===== config.mk =====
export PLATFORM = sky130hd
export DESIGN_NAME = cmd_to_axi
export DESIGN_NICKNAME = d
export VERILOG_FILES = /design/src/source/axi_pkg.sv /design/src/source/usb_cmd_pkg.sv /design/src/source/bridge_if.sv /design/src/source/axi_burst_engine.sv /design/src/source/cmd_decoder.sv /design/src/source/cmd_to_axi.sv /design/src/source/response_framer.sv
export SDC_FILE = /design/constraint.sdc
export NUM_CORES = 1
export LEC_CHECK = 0
export ABC_AREA = 1
export BUFFER_PORTS_ARGS = -buffer_cell sky130_fd_sc_hd__buf_2
export CAP_MARGIN = 5
export CORE_MARGIN = 3
export CORE_UTILIZATION = 28
export CTS_CLUSTER_SIZE = 24
export DETAILED_ROUTE_END_ITERATION = 8
export SLEW_MARGIN = 25
export SYNTH_ARGS = -nofsm -noshare
export SYNTH_HDL_FRONTEND = slang
export SYNTH_HIERARCHICAL = 1
export SYNTH_SLANG_ARGS = --single-unit
export TNS_END_PERCENT = 1

===== constraint.sdc =====
create_clock -name aclk -period 3.36 [get_ports aclk]
set_clock_uncertainty 0.05 [all_clocks]
set_input_delay 0.336 -clock aclk [delete_from_list [all_inputs] [get_ports aclk]]
set_output_delay 0.336 -clock aclk [all_outputs]
set_load 0.03 [all_outputs]

===== src/source/axi_pkg.sv =====
package axi_pkg;

  typedef logic [31:0] axi_data_t;  // One W or R beat
  typedef logic [3:0]  axi_strb_t;  // One bit per byte lane
  typedef logic [3:0]  axi_id_t;    // Carries the command tag
  typedef logic [7:0]  axi_len_t;   // Beats minus one
  typedef logic [1:0]  axi_burst_t;
  typedef logic [1:0]  axi_resp_t;

  localparam axi_burst_t AXI_BURST_INCR = 2'b01;
  localparam axi_resp_t  AXI_RESP_OKAY  = 2'b00;

  // Byte lanes per data beat
  localparam int AXI_BYTES_PER_BEAT = 4;

endpackage


===== src/source/usb_cmd_pkg.sv =====
package usb_cmd_pkg;

  typedef logic [3:0]  cmd_tag_t;
  typedef logic [15:0] cmd_waddr_t;  // Word address, 4-byte units
  typedef logic [7:0]  byte_t;
  typedef logic [7:0]  rsp_code_t;

  // First byte of every Bulk-In frame
  localparam rsp_code_t RSP_WDONE  = 8'h10;
  localparam rsp_code_t RSP_WFAIL  = 8'h11;
  localparam rsp_code_t RSP_RDATA  = 8'h20;
  localparam rsp_code_t RSP_RFAIL  = 8'h21;
  localparam rsp_code_t RSP_REJECT = 8'h30;

  // What the engine hands to the framer
  typedef enum logic [1:0] {
    KIND_WSTAT,
    KIND_RBEAT,
    KIND_REJECT
  } rsp_kind_t;

endpackage


===== src/source/bridge_if.sv =====
`timescale 1ns/1ps

// Decoded command, decoder to engine
interface cmd_if #(
  parameter int ADDR_WIDTH = 32
);
  import axi_pkg::*;
  import usb_cmd_pkg::*;

  logic                  cmd_valid;
  logic                  cmd_ready;
  logic                  dir;     // 1 for read
  cmd_tag_t              tag;
  axi_len_t              len;
  logic [ADDR_WIDTH-1:0] addr;    // Byte address
  logic                  reject;  // Burst crosses 4 KB

  modport src (output cmd_valid, dir, tag, len, addr, reject, input cmd_ready);
  modport snk (input cmd_valid, dir, tag, len, addr, reject, output cmd_ready);

endinterface

// Status and read beats, engine to framer
interface rsp_if;
  import axi_pkg::*;
  import usb_cmd_pkg::*;

  logic      rsp_valid;
  logic      rsp_ready;
  rsp_kind_t kind;
  cmd_tag_t  tag;
  logic      ok;    // Response was OKAY
  axi_data_t data;
  logic      last;  // Final beat of the command

  modport src (output rsp_valid, kind, tag, ok, data, last, input rsp_ready);
  modport snk (input rsp_valid, kind, tag, ok, data, last, output rsp_ready);

endinterface


===== src/source/axi_burst_engine.sv =====
`timescale 1ns/1ps

module axi_burst_engine #(
  parameter int ADDR_WIDTH = 32
) (
  input  logic                  aclk,
  input  logic                  aresetn,
  input  logic                  s_tvalid_i,
  output logic                  s_tready_o,
  input  usb_cmd_pkg::byte_t    s_tdata_i,
  cmd_if.snk                    cmd_i,
  rsp_if.src                    rsp_o,
  output logic                  awvalid_o,
  input  logic                  awready_i,
  output logic [ADDR_WIDTH-1:0] awaddr_o,
  output axi_pkg::axi_id_t      awid_o,
  output axi_pkg::axi_len_t     awlen_o,
  output axi_pkg::axi_burst_t   awburst_o,
  output logic                  wvalid_o,
  input  logic                  wready_i,
  output axi_pkg::axi_data_t    wdata_o,
  output axi_pkg::axi_strb_t    wstrb_o,
  output logic                  wlast_o,
  input  logic                  bvalid_i,
  output logic                  bready_o,
  input  axi_pkg::axi_resp_t    bresp_i,
  input  axi_pkg::axi_id_t      bid_i,
  output logic                  arvalid_o,
  input  logic                  arready_i,
  output logic [ADDR_WIDTH-1:0] araddr_o,
  output axi_pkg::axi_id_t      arid_o,
  output axi_pkg::axi_len_t     arlen_o,
  output axi_pkg::axi_burst_t   arburst_o,
  input  logic                  rvalid_i,
  output logic                  rready_o,
  input  axi_pkg::axi_data_t    rdata_i,
  input  axi_pkg::axi_resp_t    rresp_i,
  input  axi_pkg::axi_id_t      rid_i,
  input  logic                  rlast_i
);
  import axi_pkg::*;
  import usb_cmd_pkg::*;

  typedef enum logic [2:0] {
    ST_IDLE,
    ST_WADDR,
    ST_WDATA,
    ST_WRESP,
    ST_RADDR,
    ST_RDATA,
    ST_REJECT
  } state_t;

  state_t                state;
  logic [ADDR_WIDTH-1:0] addr_q;
  cmd_tag_t              tag_q;
  axi_len_t              len_q;
  axi_len_t              beat_cnt;   // W beats sent so far
  logic [1:0]            byte_idx;   // Next byte lane to fill
  axi_data_t             word_q;
  logic                  wvalid_q;   // Packed word waiting for W
  logic                  rsp_valid_q;
  logic                  ok_q;
  logic                  cmd_take;
  logic                  byte_take;
  logic                  w_take;
  logic                  b_take;
  logic                  rsp_take;

  assign cmd_i.cmd_ready = (state == ST_IDLE);
  assign cmd_take  = cmd_i.cmd_valid && cmd_i.cmd_ready;
  assign s_tready_o = (state == ST_WDATA) && !wvalid_q;
  assign byte_take = s_tvalid_i && s_tready_o;
  assign w_take    = wvalid_o && wready_i;
  assign b_take    = bvalid_i && bready_o;
  assign rsp_take  = rsp_o.rsp_valid && rsp_o.rsp_ready;

  assign awvalid_o = (state == ST_WADDR);
  assign awaddr_o  = addr_q;
  assign awid_o    = tag_q;
  assign awlen_o   = len_q;
  assign awburst_o = AXI_BURST_INCR;

  assign wvalid_o = wvalid_q;
  assign wdata_o  = word_q;
  assign wstrb_o  = '1;  // Whole words only
  assign wlast_o  = (beat_cnt == len_q);

  assign bready_o = (state == ST_WRESP) && !rsp_valid_q;

  assign arvalid_o = (state == ST_RADDR);
  assign araddr_o  = addr_q;
  assign arid_o    = tag_q;
  assign arlen_o   = len_q;
  assign arburst_o = AXI_BURST_INCR;

  // R goes straight through, stalled by the framer
  assign rready_o = (state == ST_RDATA) && rsp_o.rsp_ready;

  assign rsp_o.rsp_valid = (state == ST_RDATA) ? rvalid_i : rsp_valid_q;
  assign rsp_o.kind = (state == ST_RDATA)  ? KIND_RBEAT :
                      (state == ST_REJECT) ? KIND_REJECT : KIND_WSTAT;
  assign rsp_o.tag  = (state == ST_RDATA) ? rid_i : tag_q;
  assign rsp_o.ok   = (state == ST_RDATA) ? (rresp_i == AXI_RESP_OKAY) : ok_q;
  assign rsp_o.data = rdata_i;
  assign rsp_o.last = (state == ST_RDATA) ? rlast_i : 1'b1;

  always_ff @(posedge aclk or negedge aresetn) begin
    if (!aresetn) begin
      state <= ST_IDLE;
    end else begin
      case (state)
        ST_IDLE: begin
          if (cmd_take) begin
            if (cmd_i.reject) state <= ST_REJECT;
            else if (cmd_i.dir) state <= ST_RADDR;
            else state <= ST_WADDR;
          end
        end
        ST_WADDR:  if (awready_i) state <= ST_WDATA;
        ST_WDATA:  if (w_take && wlast_o) state <= ST_WRESP;
        ST_WRESP:  if (rsp_take) state <= ST_IDLE;
        ST_RADDR:  if (arready_i) state <= ST_RDATA;
        ST_RDATA:  if (rsp_take && rlast_i) state <= ST_IDLE;
        ST_REJECT: if (rsp_take) state <= ST_IDLE;
        default:   state <= ST_IDLE;
      endcase
    end
  end

  // Byte packing and beat count
  always_ff @(posedge aclk or negedge aresetn) begin
    if (!aresetn) begin
      byte_idx <= '0;
      wvalid_q <= 1'b0;
      beat_cnt <= '0;
    end else begin
      if (cmd_take) begin
        byte_idx <= '0;
        beat_cnt <= '0;
      end
      if (byte_take) begin
        byte_idx <= byte_idx + 2'd1;
        if (byte_idx == 2'd3) wvalid_q <= 1'b1;  // Word complete
      end
      if (w_take) begin
        wvalid_q <= 1'b0;
        beat_cnt <= beat_cnt + 8'd1;
      end
    end
  end

  // Status for write and reject frames
  always_ff @(posedge aclk or negedge aresetn) begin
    if (!aresetn) begin
      rsp_valid_q <= 1'b0;
    end else if (b_take || (cmd_take && cmd_i.reject)) begin
      rsp_valid_q <= 1'b1;
    end else if (rsp_take) begin
      rsp_valid_q <= 1'b0;
    end
  end

  always_ff @(posedge aclk) begin
    if (cmd_take) begin
      addr_q <= cmd_i.addr;
      tag_q  <= cmd_i.tag;
      len_q  <= cmd_i.len;
      ok_q   <= 1'b0;
    end
    if (b_take) begin
      tag_q <= bid_i;
      ok_q  <= (bresp_i == AXI_RESP_OKAY);
    end
    if (byte_take) word_q[{byte_idx, 3'b000} +: 8] <= s_tdata_i;  // LSB first
  end

endmodule


===== src/source/cmd_decoder.sv =====
`timescale 1ns/1ps

module cmd_decoder #(
  parameter int ADDR_WIDTH = 32
) (
  input  logic                   aclk,
  input  logic                   aresetn,
  input  logic                   cmd_valid_i,
  output logic                   cmd_ready_o,
  input  logic                   cmd_dir_i,
  input  usb_cmd_pkg::cmd_tag_t  cmd_tag_i,
  input  axi_pkg::axi_len_t      cmd_len_i,
  input  usb_cmd_pkg::cmd_waddr_t cmd_addr_i,
  cmd_if.src                     cmd_o
);
  import axi_pkg::*;
  import usb_cmd_pkg::*;

  localparam int BEAT_SHIFT = $clog2(AXI_BYTES_PER_BEAT);

  logic                  valid_q;
  logic                  dir_q;
  cmd_tag_t              tag_q;
  axi_len_t              len_q;
  logic [ADDR_WIDTH-1:0] addr_q;
  logic                  reject_q;
  logic [10:0]           end_word;  // Last word offset inside the 4 KB page

  assign end_word    = {1'b0, cmd_addr_i[9:0]} + {3'b000, cmd_len_i};
  assign cmd_ready_o = !valid_q;  // One entry only

  always_ff @(posedge aclk or negedge aresetn) begin
    if (!aresetn) begin
      valid_q <= 1'b0;
    end else if (cmd_valid_i && cmd_ready_o) begin
      valid_q <= 1'b1;
    end else if (cmd_o.cmd_ready) begin
      valid_q <= 1'b0;  // Engine took the entry
    end
  end

  always_ff @(posedge aclk) begin
    if (cmd_valid_i && cmd_ready_o) begin
      dir_q    <= cmd_dir_i;
      tag_q    <= cmd_tag_i;
      len_q    <= cmd_len_i;
      addr_q   <= ADDR_WIDTH'(cmd_addr_i) << BEAT_SHIFT;
      reject_q <= end_word[10];
    end
  end

  assign cmd_o.cmd_valid = valid_q;
  assign cmd_o.dir       = dir_q;
  assign cmd_o.tag       = tag_q;
  assign cmd_o.len       = len_q;
  assign cmd_o.addr      = addr_q;
  assign cmd_o.reject    = reject_q;

endmodule


===== src/source/cmd_to_axi.sv =====
`timescale 1ns/1ps

module cmd_to_axi #(
  parameter int ADDR_WIDTH = 32
) (
  input  logic                    aclk,
  input  logic                    aresetn,
  // Command channel
  input  logic                    cmd_valid_i,
  output logic                    cmd_ready_o,
  input  logic                    cmd_dir_i,
  input  usb_cmd_pkg::cmd_tag_t   cmd_tag_i,
  input  axi_pkg::axi_len_t       cmd_len_i,
  input  usb_cmd_pkg::cmd_waddr_t cmd_addr_i,
  // Bulk-Out bytes
  input  logic                    s_tvalid_i,
  output logic                    s_tready_o,
  input  usb_cmd_pkg::byte_t      s_tdata_i,
  // Bulk-In frames
  output logic                    m_tvalid_o,
  input  logic                    m_tready_i,
  output usb_cmd_pkg::byte_t      m_tdata_o,
  output logic                    m_tlast_o,
  // AXI4 master
  output logic                    awvalid_o,
  input  logic                    awready_i,
  output logic [ADDR_WIDTH-1:0]   awaddr_o,
  output axi_pkg::axi_id_t        awid_o,
  output axi_pkg::axi_len_t       awlen_o,
  output axi_pkg::axi_burst_t     awburst_o,
  output logic                    wvalid_o,
  input  logic                    wready_i,
  output axi_pkg::axi_data_t      wdata_o,
  output axi_pkg::axi_strb_t      wstrb_o,
  output logic                    wlast_o,
  input  logic                    bvalid_i,
  output logic                    bready_o,
  input  axi_pkg::axi_resp_t      bresp_i,
  input  axi_pkg::axi_id_t        bid_i,
  output logic                    arvalid_o,
  input  logic                    arready_i,
  output logic [ADDR_WIDTH-1:0]   araddr_o,
  output axi_pkg::axi_id_t        arid_o,
  output axi_pkg::axi_len_t       arlen_o,
  output axi_pkg::axi_burst_t     arburst_o,
  input  logic                    rvalid_i,
  output logic                    rready_o,
  input  axi_pkg::axi_data_t      rdata_i,
  input  axi_pkg::axi_resp_t      rresp_i,
  input  axi_pkg::axi_id_t        rid_i,
  input  logic                    rlast_i
);

  cmd_if #(.ADDR_WIDTH(ADDR_WIDTH)) cmd_bus ();
  rsp_if rsp_bus ();

  cmd_decoder #(.ADDR_WIDTH(ADDR_WIDTH)) cmd_decoder_inst (
    .aclk(aclk), .aresetn(aresetn),
    .cmd_valid_i(cmd_valid_i), .cmd_ready_o(cmd_ready_o), .cmd_dir_i(cmd_dir_i),
    .cmd_tag_i(cmd_tag_i), .cmd_len_i(cmd_len_i), .cmd_addr_i(cmd_addr_i),
    .cmd_o(cmd_bus.src)
  );

  axi_burst_engine #(.ADDR_WIDTH(ADDR_WIDTH)) axi_burst_engine_inst (
    .aclk(aclk), .aresetn(aresetn),
    .s_tvalid_i(s_tvalid_i), .s_tready_o(s_tready_o), .s_tdata_i(s_tdata_i),
    .cmd_i(cmd_bus.snk), .rsp_o(rsp_bus.src),
    .awvalid_o(awvalid_o), .awready_i(awready_i), .awaddr_o(awaddr_o),
    .awid_o(awid_o), .awlen_o(awlen_o), .awburst_o(awburst_o),
    .wvalid_o(wvalid_o), .wready_i(wready_i), .wdata_o(wdata_o),
    .wstrb_o(wstrb_o), .wlast_o(wlast_o),
    .bvalid_i(bvalid_i), .bready_o(bready_o), .bresp_i(bresp_i), .bid_i(bid_i),
    .arvalid_o(arvalid_o), .arready_i(arready_i), .araddr_o(araddr_o),
    .arid_o(arid_o), .arlen_o(arlen_o), .arburst_o(arburst_o),
    .rvalid_i(rvalid_i), .rready_o(rready_o), .rdata_i(rdata_i),
    .rresp_i(rresp_i), .rid_i(rid_i), .rlast_i(rlast_i)
  );

  response_framer response_framer_inst (
    .aclk(aclk), .aresetn(aresetn),
    .rsp_i(rsp_bus.snk),
    .m_tvalid_o(m_tvalid_o), .m_tready_i(m_tready_i),
    .m_tdata_o(m_tdata_o), .m_tlast_o(m_tlast_o)
  );

endmodule


===== src/source/response_framer.sv =====
`timescale 1ns/1ps

module response_framer (
  input  logic               aclk,
  input  logic               aresetn,
  rsp_if.snk                 rsp_i,
  output logic               m_tvalid_o,
  input  logic               m_tready_i,
  output usb_cmd_pkg::byte_t m_tdata_o,
  output logic               m_tlast_o
);
  import axi_pkg::*;
  import usb_cmd_pkg::*;

  typedef enum logic [2:0] {
    F_IDLE,
    F_CODE,
    F_TAG,
    F_DATA,
    F_BEAT  // Waiting for the next read beat
  } state_t;

  state_t     state;
  rsp_code_t  code_d;
  rsp_code_t  code_q;
  cmd_tag_t   tag_q;
  axi_data_t  beat_q;
  logic       last_q;
  logic       read_q;
  logic [1:0] byte_idx;
  logic       rsp_take;
  logic       byte_take;

  assign rsp_i.rsp_ready = (state == F_IDLE) || (state == F_BEAT);
  assign rsp_take   = rsp_i.rsp_valid && rsp_i.rsp_ready;
  assign m_tvalid_o = (state == F_CODE) || (state == F_TAG) || (state == F_DATA);
  assign byte_take  = m_tvalid_o && m_tready_i;

  // Read frames take their code from the first beat
  always_comb begin
    case (rsp_i.kind)
      KIND_RBEAT:  code_d = rsp_i.ok ? RSP_RDATA : RSP_RFAIL;
      KIND_REJECT: code_d = RSP_REJECT;
      default:     code_d = rsp_i.ok ? RSP_WDONE : RSP_WFAIL;
    endcase
  end

  always_comb begin
    case (state)
      F_CODE: begin
        m_tdata_o = code_q;
        m_tlast_o = 1'b0;
      end
      F_TAG: begin
        m_tdata_o = byte_t'(tag_q);
        m_tlast_o = !read_q;  // Status frames end here
      end
      default: begin
        m_tdata_o = beat_q[{byte_idx, 3'b000} +: 8];
        m_tlast_o = (state == F_DATA) && last_q && (byte_idx == 2'd3);
      end
    endcase
  end

  always_ff @(posedge aclk or negedge aresetn) begin
    if (!aresetn) begin
      state    <= F_IDLE;
      byte_idx <= '0;
      read_q   <= 1'b0;
      last_q   <= 1'b0;
    end else begin
      if (rsp_take) last_q <= rsp_i.last;
      case (state)
        F_IDLE: begin
          if (rsp_take) begin
            read_q <= (rsp_i.kind == KIND_RBEAT);
            state  <= F_CODE;
          end
        end
        F_CODE: if (byte_take) state <= F_TAG;
        F_TAG: begin
          if (byte_take) begin
            byte_idx <= '0;
            state    <= read_q ? F_DATA : F_IDLE;
          end
        end
        F_DATA: begin
          if (byte_take) begin
            byte_idx <= byte_idx + 2'd1;
            if (byte_idx == 2'd3) state <= last_q ? F_IDLE : F_BEAT;
          end
        end
        F_BEAT:  if (rsp_take) state <= F_DATA;
        default: state <= F_IDLE;
      endcase
    end
  end

  always_ff @(posedge aclk) begin
    if (rsp_take) begin
      beat_q <= rsp_i.data;
      if (state == F_IDLE) begin
        code_q <= code_d;
        tag_q  <= rsp_i.tag;
      end
    end
  end

endmodule


; Yosys cells after proc, flatten, opt, wreduce, memory -nomap -nowiden
; Cells that the tools add are included.
[word_totals]
regBits = 158
latch_bits = 0
ramBits = 0
rom_bits = 0
input_bits = 92
n_memories = 0
[classes]
addsub = 5
multipliers = 0
div_mod_pow = 0
magnitude_cmp = 0
n_eq_ne = 27
shifts = 3
muxes = 48
n_bitwise = 0
reduce_logical = 41
[op_table]
columns = op, n
row1 = 3-bit 2-to-1 mux, 15
row2 = 32-bit bitwise mux, 1
row3 = 8-bit case mux with 2 select lines, 2
row4 = 8-bit by 7-bit variable shift with 32-bit output (first input constant), 1
row5 = 32-bit by 6-bit variable part select with 8-bit output, 1
row6 = 8-bit by 7-bit variable part select with 32-bit output, 1
row7 = 3-bit case mux with 6 select lines, 1
row8 = 8-bit 2-to-1 mux, 2
row9 = 2-bit nonzero test, 8
row10 = 1-bit logical AND, 15
row11 = 3-bit case mux with 5 select lines, 1
row12 = 1-bit 2-to-1 mux, 14
row13 = 2-bit 2-to-1 mux, 7
row14 = 3-bit by 2-bit equality test with 1-bit output (second input constant), 4
row15 = 3-bit equality test (second input constant), 4
row16 = 4-bit 2-to-1 mux, 3
row17 = 2-bit by 1-bit != test with 1-bit output (second input constant), 6
row18 = 2-bit != test (second input constant), 6
row19 = 6-bit AND reduction, 2
row20 = 10-bit by 8-bit adder with 11-bit output, 1
row21 = 8-bit by 1-bit adder with 8-bit output (second input constant), 1
row22 = 8-bit equality test, 1
row23 = 5-bit negation with 7-bit output, 1
row24 = 2-bit equality test (second input constant), 3
row25 = 12 further kinds, 23

; Longest topological paths before layout
; Gate-level depths: netlist of run 1.
[depth]
ltp_word = 6
depth_mapped = 11
ltp_nobuf = 11

; Modules after synthesis
; The synthesis of run 1 kept the hierarchy.
[modules_own_cells]
columns = mod, n_inst, cells_per_inst, area_per_inst_um2, seq_area_each_um2
row1 = axi_burst_engine, 1, 406, 4421.7, 2687.6
row2 = response_framer, 1, 188, 2043.2, 1346.3
row3 = cmd_decoder, 1, 81, 1247.4, 925.9

; Worst setup path before layout of run 1
; No wires, ideal clock.
[synth_path]
path_kind = reg-to-reg
start = register axi_burst_engine_inst.state[0]
end = register axi_burst_engine_inst.tag_q[0] (netlist: axi_burst_engine_inst/arid_o[0]) (enable)
setup_ps = 315
t_arrival_ps = 2287
required_ps = 2995
path_slack_ps = 707
path_stages_with_launch = 6
n_path_buf = 0
period_less_slack_ps = 2653
cell_sequence = dfrtp_1 -> nor2_1 -> nand2_1 -> nor2_2 -> inv_1 -> nand2_1
[synth_between]
word_cells_on_any_way = 6
classes_between = eq/ne (1) / reduce/logical (5)
[synth_lines]
columns = item, line_no
row1 = "start, declared", axi_burst_engine.sv:54  ; state_t state;
row2 = "start signal, assigned", axi_burst_engine.sv:110  ; state <= ST_IDLE;
row3 = "start signal, assigned", axi_burst_engine.sv:115  ; if (cmd_i.reject) state <= ST_REJECT;
row4 = "start signal, assigned", axi_burst_engine.sv:116  ; else if (cmd_i.dir) state <= ST_RADDR;
row5 = 3-bit zero test, axi_burst_engine.sv:70  ; assign cmd_i.cmd_ready = (state == ST_IDLE);
row6 = 1-bit logical AND, axi_burst_engine.sv:71  ; assign cmd_take = cmd_i.cmd_valid && cmd_i.cmd_ready;
row7 = via axi_burst_engine_inst.cmd_take, axi_burst_engine.sv:64  ; logic cmd_take;
row8 = 2-bit nonzero test (no source line), n/a
row9 = "end signal, assigned", axi_burst_engine.sv:167  ; tag_q <= cmd_i.tag;
row10 = "end signal, assigned", axi_burst_engine.sv:172  ; tag_q <= bid_i;
row11 = "end, declared", axi_burst_engine.sv:56  ; cmd_tag_t tag_q;
; The timed path passes the listed nets, and every way through them passes these cells.
; A chain may end at the register's enable or synchronous reset.

; Final worst setup path of run 1
[layout_path]
start = register response_framer_inst.byte_idx[0]
end = output port m_tlast_o
[layout_between]
elab_chain_cells = 3
[layout_lines]
columns = item, line_no
row1 = "start, declared", response_framer.sv:30  ; logic [1:0] byte_idx;
row2 = "start signal, assigned", response_framer.sv:89  ; byte_idx <= byte_idx + 2'd1;
row3 = 2-bit equality test, response_framer.sv:60  ; m_tlast_o = (state == F_DATA) && last_q && (byte_idx == 2'd3);
row4 = 1-bit logical AND, response_framer.sv:60
row5 = 1-bit case mux with 2 select lines, response_framer.sv:49  ; case (state)
row6 = "end, declared", cmd_to_axi.sv:23  ; output logic m_tlast_o,
; Every way passes these cells.

==> results of run 1 <==
==> power groups by stage <==
| stage | combinational [W] | clock, W | sequential (W) |
|---|---|---|---|
| floorplan | 0.00199 | 0 | 0.00356 |
| global placement | 0.00290 | 0 | 0.00332 |
| detailed placement | 0.00293 | 0 | 0.00333 |
| CTS | 0.00294 | 0.00207 | 0.00329 |
| global route | 0.00315 | 0.00214 | 0.00335 |
| finish | 0.00289 | 0.00201 | 0.00328 |
==> layer usage <==
metal	share of wire, %	wire length [microns]	up-vias
met1	42	7540	2280
met3	7.3	1310	16
met2	49	8820	165
met5	0.095	17	-
met4	1.3	231	4
li1	-	-	2446
==> cell families after synthesis <==
| logic type | count (synthesis) | synth area share [%] |
|---|---|---|
| simple gates | 235 | 13.5 |
| buf+inv | 185 | 14.2 |
| flops | 169 | 64.3 |
| compound gates | 56 | 3.75 |
| fa+ha+maj | 17 | 2.76 |
| xor+xnor | 6 | 0.681 |
| mux | 4 | 0.584 |
| other cells | 3 | 0.146 |
==> cell usage after synthesis <==
master,number
dfrtp_1,23
nand3_1,34
o21ai_0,25
clkinv_2,1
nand3b_1,1
buf_4,100
ha_1,17
nor2_4,1
nor2_2,7
conb_1,3
o21ai_1,3
nor3_1,7
mux2_1,3
or2_2,1
o21bai_1,1
nor2_1,62
a21oi_1,24
xor2_1,1
o21a_1,1
nand4_1,1
mux2_2,1
xnor2_1,5
nand2_2,11
nor4_1,1
nand3_2,4
o22ai_1,1
buf_2,3
inv_2,8
nor3_4,1
inv_1,65
edfxtp_1,146
buf_6,3
clkinv_1,3
or2_1,1
o31ai_1,1
clkbuf_1,2
nand2_1,102
nand2_4,1
==> path summary, 6_finish.rpt <==
path                                                                from  depth (start not counted)                                             to  slack (ns)
max                         response_framer_inst/byte_idx[0]$_DFFE_PN0P_                          4                                      m_tlast_o        0.90
min                                                           rdata_i[7]                          1       response_framer_inst/beat_q[7]$_DFFE_PP_        0.04
max reg2reg                axi_burst_engine_inst/byte_idx[0]$_DFFE_PN0P_                          6    axi_burst_engine_inst/wdata_o[23]$_DFFE_PP_        1.07
min reg2reg                     cmd_decoder_inst/cmd_o.addr[7]$_DFFE_PP_                          0    axi_burst_engine_inst/araddr_o[7]$_DFFE_PN_        0.37
max in group asynchronous                                        aresetn                          2  axi_burst_engine_inst/byte_idx[1]$_DFFE_PN0P_        2.38
min in group asynchronous                                        aresetn                          2     axi_burst_engine_inst/wvalid_o$_DFFE_PN0P_        0.45
==> cell type report <==
class                      count  area (sq um)  area share [%]
tap                          341           427            4.63
clock buffer                  18           439            4.77
sequential                   169          4960            53.8
multi-input combinational    342          1740            18.9
inverter                      77           290            3.15
clock inverter                14           159            1.72
timing repair buffer         234          1200            13.0
==> registers in the layout (all words and copies together) (netlist names), 3 cells and up <==
| register | count |
|---|---|
| axi_burst_engine_inst/wdata_o | 32 |
| axi_burst_engine_inst/state | 3 |
| cmd_decoder_inst/cmd_o.tag | 4 |
| response_framer_inst/beat_q | 32 |
| response_framer_inst/tag_q | 4 |
| axi_burst_engine_inst/beat_cnt | 8 |
| axi_burst_engine_inst/arlen_o | 8 |
| axi_burst_engine_inst/araddr_o | 32 |
| cmd_decoder_inst/cmd_o.len | 8 |
| cmd_decoder_inst/cmd_o.addr | 16 |
| axi_burst_engine_inst/arid_o | 4 |
| response_framer_inst/state | 3 |
| response_framer_inst/code_q | 3 |
==> per-stage QoR <==
stage	cell area (sq um)	setup slack, ns	utilization (%)	instances	total power (W)
final	9210	0.902	34.1	1195	0.00818
after global routing	9210	0.694	34.1	1195	0.00864
after CTS	9210	0.877	34.1	1195	0.00830
after detailed placement	8600	1.11	31.8	1162	0.00626
after global placement	8600	1.24	31.8	1162	0.00622
after floorplan	7790	0.707	-	696	0.00554
==> repair_timing <==
item | 4_1_cts | 5_1_grt
endpoints found under the hold margin | 23 | 0
hold buffers | 1 | 0
resized for setup | 0 | 0
==> worst max-delay path: stages (launching register included) <==
cell and delay [ns]:
dfrtp_1 0.91, ha_1 0.31, nand3_1 0.08, o21ai_0 0.10, buf_2 0.25
==> metrics.md, run 1 <==
| Metric | Value |
|---|---|
| Post-synthesis cell type count | `38` |
| CTS sink cnt | `169` |
| Final min period | `2.46 ns` |
| Worst-case clock buffer depth | `2` |
| Gr usage total | `11.8%` |
| Pwr/cell area | `888 mW/mm^2` |
| Post-CTS setup buffer count | `0` |
| Dominant cells by area after synthesis | `edfxtp_1, buf_4, dfrtp_1, nand2_1, inv_1` |
| RSZ-0062 raised after global routing | `false` |
| DR WL/cell | `15.0 microns` |
| Mapped Cells | `675` |
| Hpwl dp | `13,900 microns` |
| YS warnings | `6` |
| TritonCTS buffer count | `17` |
| CTS Root Cell | `clkbuf_16` |
| First-pass GRT wire length | `26,200 microns` |
| Setup violators final | `0` |
| Worst EP required | `2.97 ns` |
| Post-Syn Area per Cell | `11.4 sq um` |
| Clock Latency Late Sink | `0.43 ns` |
| Leading cell type in the layout, fill and taps excluded | `buf_2` |
| Final Max Tran Viols | `0` |
| Setup TNS | `0 ns` |
| Reg clk slew, reported paths | `0.07 ns` |
| Final worst path period share | `73.2%` |
| Port buffer count | `229` |
| CP Capture Type | `primary output` |
| Post-synth top area share | `56.8%` |
| Starting Density | `28.5%` |
| Yosys reg bits | `169` |
| Synth area leader | `edfxtp_1` |
| Final nets | `950` |
| Initial antenna violation count | `2` |
| Largest net degree at the start of global routing | `33` |
| Vias | `4,911` |
| Register share of total power | `40.1%` |
| CP max FO | `30` |
| Die Y-Extent | `172 microns` |
| First-iteration detailed-routing DRC count | `181` |
| Final wirelength | `17,900 microns` |
| HP Class | `input pin to flip-flop` |
| Combinational power share | `35.3%` |
| Least-Margin Pin Slew | `0.856 ns` |
| I/O pin total | `238` |
| Peak VDD IR | `0.347 mV` |
| GRT met1 Usage | `14.1%` |
| CTS tree | `yes` |
| Layout cells sized above 1 | `35.2%` |
| Sw power | `0.00334 W` |
| Status | `finished clean` |
| Placer Congestion | `0.788` |
| Final Hold Fails | `0` |
| Fillers | `2,732` |
| Leakage | `4.11 nW` |
| DRC viols | `0` |
| Sequential-to-total area share from yosys stat | `64.3%` |
| Clk pwr share | `24.6%` |
| Rows | `60` |
| Commonest non-fill, non-tap cells in the layout | `buf_2, edfxtp_1, nand2_1` |
| H-tree lvl count | `4` |
| Max-cap violations | `0` |
| Max Clk Rate | `407 MHz` |
| Critical Path Source Type | `flip-flop` |
| Area growth syn-to-layout | `19.5%` |
| DR pass1 iterations | `4` |
| GR Util met3 | `3.73%` |
| Grt ovf | `0` |
| Crit Path Category | `flip-flop to primary output` |
| Post-DRT Antenna Nets | `0` |
| Number of global-route vias before repair | `4,731` |
| Slew margin rel. | `42.9%` |
| DIE AREA | `0.0296 sq mm` |
| Grt peak-use layer | `met2` |
| Core area | `0.0270 sq mm` |
| Die width | `172 microns` |
| Worst Path Arrival | `2.07 ns` |
| Via/cell ratio | `4.11` |
| Met2 Use GR | `20.4%` |
| Int Power | `0.00484 W` |
| Antenna Cells | `0` |
| Sw Ratio | `40.9%` |
| Worst hold slack | `0.0358 ns` |
| Cell area after synthesis | `0.00771 sq mm` |
(Power assumes the default switching activity.)
==> run 2: changes to the inputs <==
Clock period 3.36 ns to 2.2 ns, I/O delays scaled along.
==> metrics.md, run 2 (synthesis gave the netlist of run 1 again) <==
| Metric | Value |
|---|---|
| Status | `finished clean (unchanged)` |
| Max Clk Rate | `492 MHz` |
| DRC viols | `0 (unchanged)` |
| Reg clk slew, reported paths | `0.07 ns (about the same)` |
| CTS sink cnt | `169 (unchanged)` |
| Vias | `5,199 (was 4,911)` |
| Flop2flop setup slack | `0.42 ns (was 1.07 ns)` |
| Initial antenna violation count | `1 (was 2)` |
| CP startpoint | `response_framer_inst/state[1]$_DFFE_PN0P_ (was response_framer_inst/byte_idx[0]$_DFFE_PN0P_)` |
| Reg2reg start | `axi_burst_engine_inst/state[2]$_DFFE_PN0P_ (was axi_burst_engine_inst/byte_idx[0]$_DFFE_PN0P_)` |
| Commonest non-fill, non-tap cells in the layout | `buf_2, edfxtp_1, nand2_1 (unchanged)` |
| Worst EP required | `1.93 ns (was 2.97 ns)` |
| Die Y-Extent | `172 microns (unchanged)` |
| Rows | `60 (unchanged)` |
| I/O pin total | `238 (unchanged)` |
| CTS tree | `yes (unchanged)` |
| DR pass1 iterations | `4 (unchanged)` |
| Port buffer count | `229 (unchanged)` |
| Number of global-route vias before repair | `5,127 (was 4,731)` |
| Leakage | `4.40 nW (was 4.11 nW)` |
| GR Util met3 | `3.32% (was 3.73%)` |
| CTS Root Cell | `clkbuf_16 (unchanged)` |
| CP Capture Type | `primary output (unchanged)` |
| Final min period | `2.03 ns` |
| Hold depth | `2 (was 1)` |
| Min-Delay Endpoint | `axi_burst_engine_inst/ok_q$_SDFFCE_PN0P_ (was response_framer_inst/beat_q[7]$_DFFE_PP_)` |
| Largest net degree at the start of global routing | `33 (unchanged)` |
| Least-Margin Pin Slew | `0.639 ns (was 0.856 ns)` |
| Core area | `0.0270 sq mm (unchanged)` |
| Setup TNS | `0 ns (unchanged)` |
| Met2 Use GR | `20.7% (was 20.4%)` |
| Slew margin rel. | `57.4% (was 42.9%)` |
| Critical Path Source Type | `flip-flop (unchanged)` |
| Post-layout power | `0.0125 W (was 0.00818 W)` |
| First-pass GRT wire length | `26,700 microns (was 26,200 microns)` |
| Area growth syn-to-layout | `28.2% (was 19.5%)` |
| DR WL/cell | `14.1 microns (was 15.0 microns)` |
| Clock Latency Late Sink | `0.42 ns (was 0.43 ns)` |
| GRT met1 Usage | `14.4% (was 14.1%)` |
| Post-CTS setup buffer count | `0 (unchanged)` |
| DIE AREA | `0.0296 sq mm (unchanged)` |
| Hpwl dp | `13,300 microns (was 13,900 microns)` |
| H-tree lvl count | `4 (unchanged)` |
| Starting Density | `28.5% (unchanged)` |
| Worst hold slack | `0.0227 ns (was 0.0358 ns)` |
| Worst-case clock buffer depth | `2 (unchanged)` |
| Die width | `172 microns (unchanged)` |
| Gr usage total | `11.9% (was 11.8%)` |
| Placer Congestion | `0.769 (was 0.788)` |
| Antenna Cells | `0 (unchanged)` |
| Crit Path Category | `flip-flop to primary output (unchanged)` |
| Leading cell type in the layout, fill and taps excluded | `buf_2 (unchanged)` |
| Worst Path Arrival | `1.76 ns (was 2.07 ns)` |
| Final nets | `1,024 (was 950)` |
| FF-to-FF path depth | `6 (unchanged)` |
| Grt ovf | `0 (unchanged)` |
| CP max FO | `6 (was 30)` |
| Final worst path period share | `92.5%` |
| Via/cell ratio | `4.10 (was 4.11)` |
| Post-DRT Antenna Nets | `0 (unchanged)` |
| Min-delay src | `bresp_i[1] (was rdata_i[7])` |
| First-iteration detailed-routing DRC count | `259 (was 181)` |
| Final Hold Fails | `0 (unchanged)` |
| Final wirelength | `17,900 microns (about the same)` |
| Pwr/cell area | `1260 mW/mm^2 (was 888 mW/mm^2)` |
| Post-Route Utilization | `36.6% (was 34.1%)` |
| RR Endpoint | `response_framer_inst/beat_q[14]$_DFFE_PP_ (was axi_burst_engine_inst/wdata_o[23]$_DFFE_PP_)` |
| TritonCTS buffer count | `17 (unchanged)` |
| Max-cap violations | `0 (unchanged)` |
| Peak VDD IR | `0.642 mV (was 0.347 mV)` |
| HP Class | `input pin to flip-flop (unchanged)` |
| RSZ-0062 raised after global routing | `false (unchanged)` |
| Final Max Tran Viols | `0 (unchanged)` |
| Layout cells sized above 1 | `33.5% (was 35.2%)` |
| Grt peak-use layer | `met2 (unchanged)` |
| Setup violators final | `0 (unchanged)` |
[run 2: cell count changes in the layout (fill, tap and decap cells not counted), sizes merged]
cell and delta:
dlygate4sd3 +63, buf +11, bufinv -2, inv +2, clkbuf +1, clkinv -1
[run 2: how the worst max path moves through the flow]
stage	endpoint	slack, ns	depth (start not counted)
6_report	m_tdata_o[1]	0.17	7
5_1_grt	m_tdata_o[1]	0.02	7
4_1_cts	m_tdata_o[6]	0.1	5
3_5_place_dp	axi_burst_engine_inst/ok_q$_SDFFCE_PN0P_	0.40	5
3_3_place_gp	axi_burst_engine_inst/ok_q$_SDFFCE_PN0P_	0.44	5
2_1_floorplan	axi_burst_engine_inst/arid_o[0]$_DFFE_PP_	0.05	5
[run 2: layout make-up]
type / instances / area (sq um)
clock buffers: 19 / 433
clock inverters: 13 / 129
fillers: 2681 / 17100
inverters: 77 / 290
multi-input cells: 342 / 1740
flip-flops and latches: 169 / 4960
well taps: 341 / 427
repair buffers: 308 / 1910
[run 2: layer usage]
layer / part of all wire, % / vias up / routed length, microns
li1: - / 2591 / -
met1: 43 / 2417 / 7670
met2: 49 / 168 / 8850
met3: 6.5 / 21 / 1170
met4: 1.4 / 2 / 246
met5: 0.061 / - / 11
[run 2: where the power goes]
part	leakage [nW]	switching (W)	internal [W]	total, W
registers	1.67	0.000421	0.00449	0.00491
logic	2.47	0.00336	0.00129	0.00466
clock network	0.270	0.00138	0.00150	0.00288
total	4.40	0.00516	0.00729	0.0125
[run 2: metrics by stage]
| step | cells | worst slack, ns | area, sq um |
|---|---|---|---|
| final | 1269 | 0.166 | 9890 |
| after CTS | 1269 | 0.0966 | 9890 |
| after global routing | 1269 | 0.0179 | 9890 |
| after floorplan | 696 | 0.0457 | 7800 |
| after global placement | 1173 | 0.441 | 8690 |
| after detailed placement | 1173 | 0.397 | 8690 |
[run 2: timing repair]
action                                  4_1_cts  5_1_grt
endpoints found under the hold margin        86        0
endpoints found under the setup margin        0        4
hold buffers                                 64        0
gates resized for setup                       0        1
[run 2: worst max-delay path, stage by stage, from the launching register on]
cell      delay, ns
dfrtp_1        0.46
inv_2          0.14
nand3_1        0.11
nand2_2        0.13
clkinv_2       0.14
nand3_1        0.12
nand2_1        0.07
buf_2          0.18
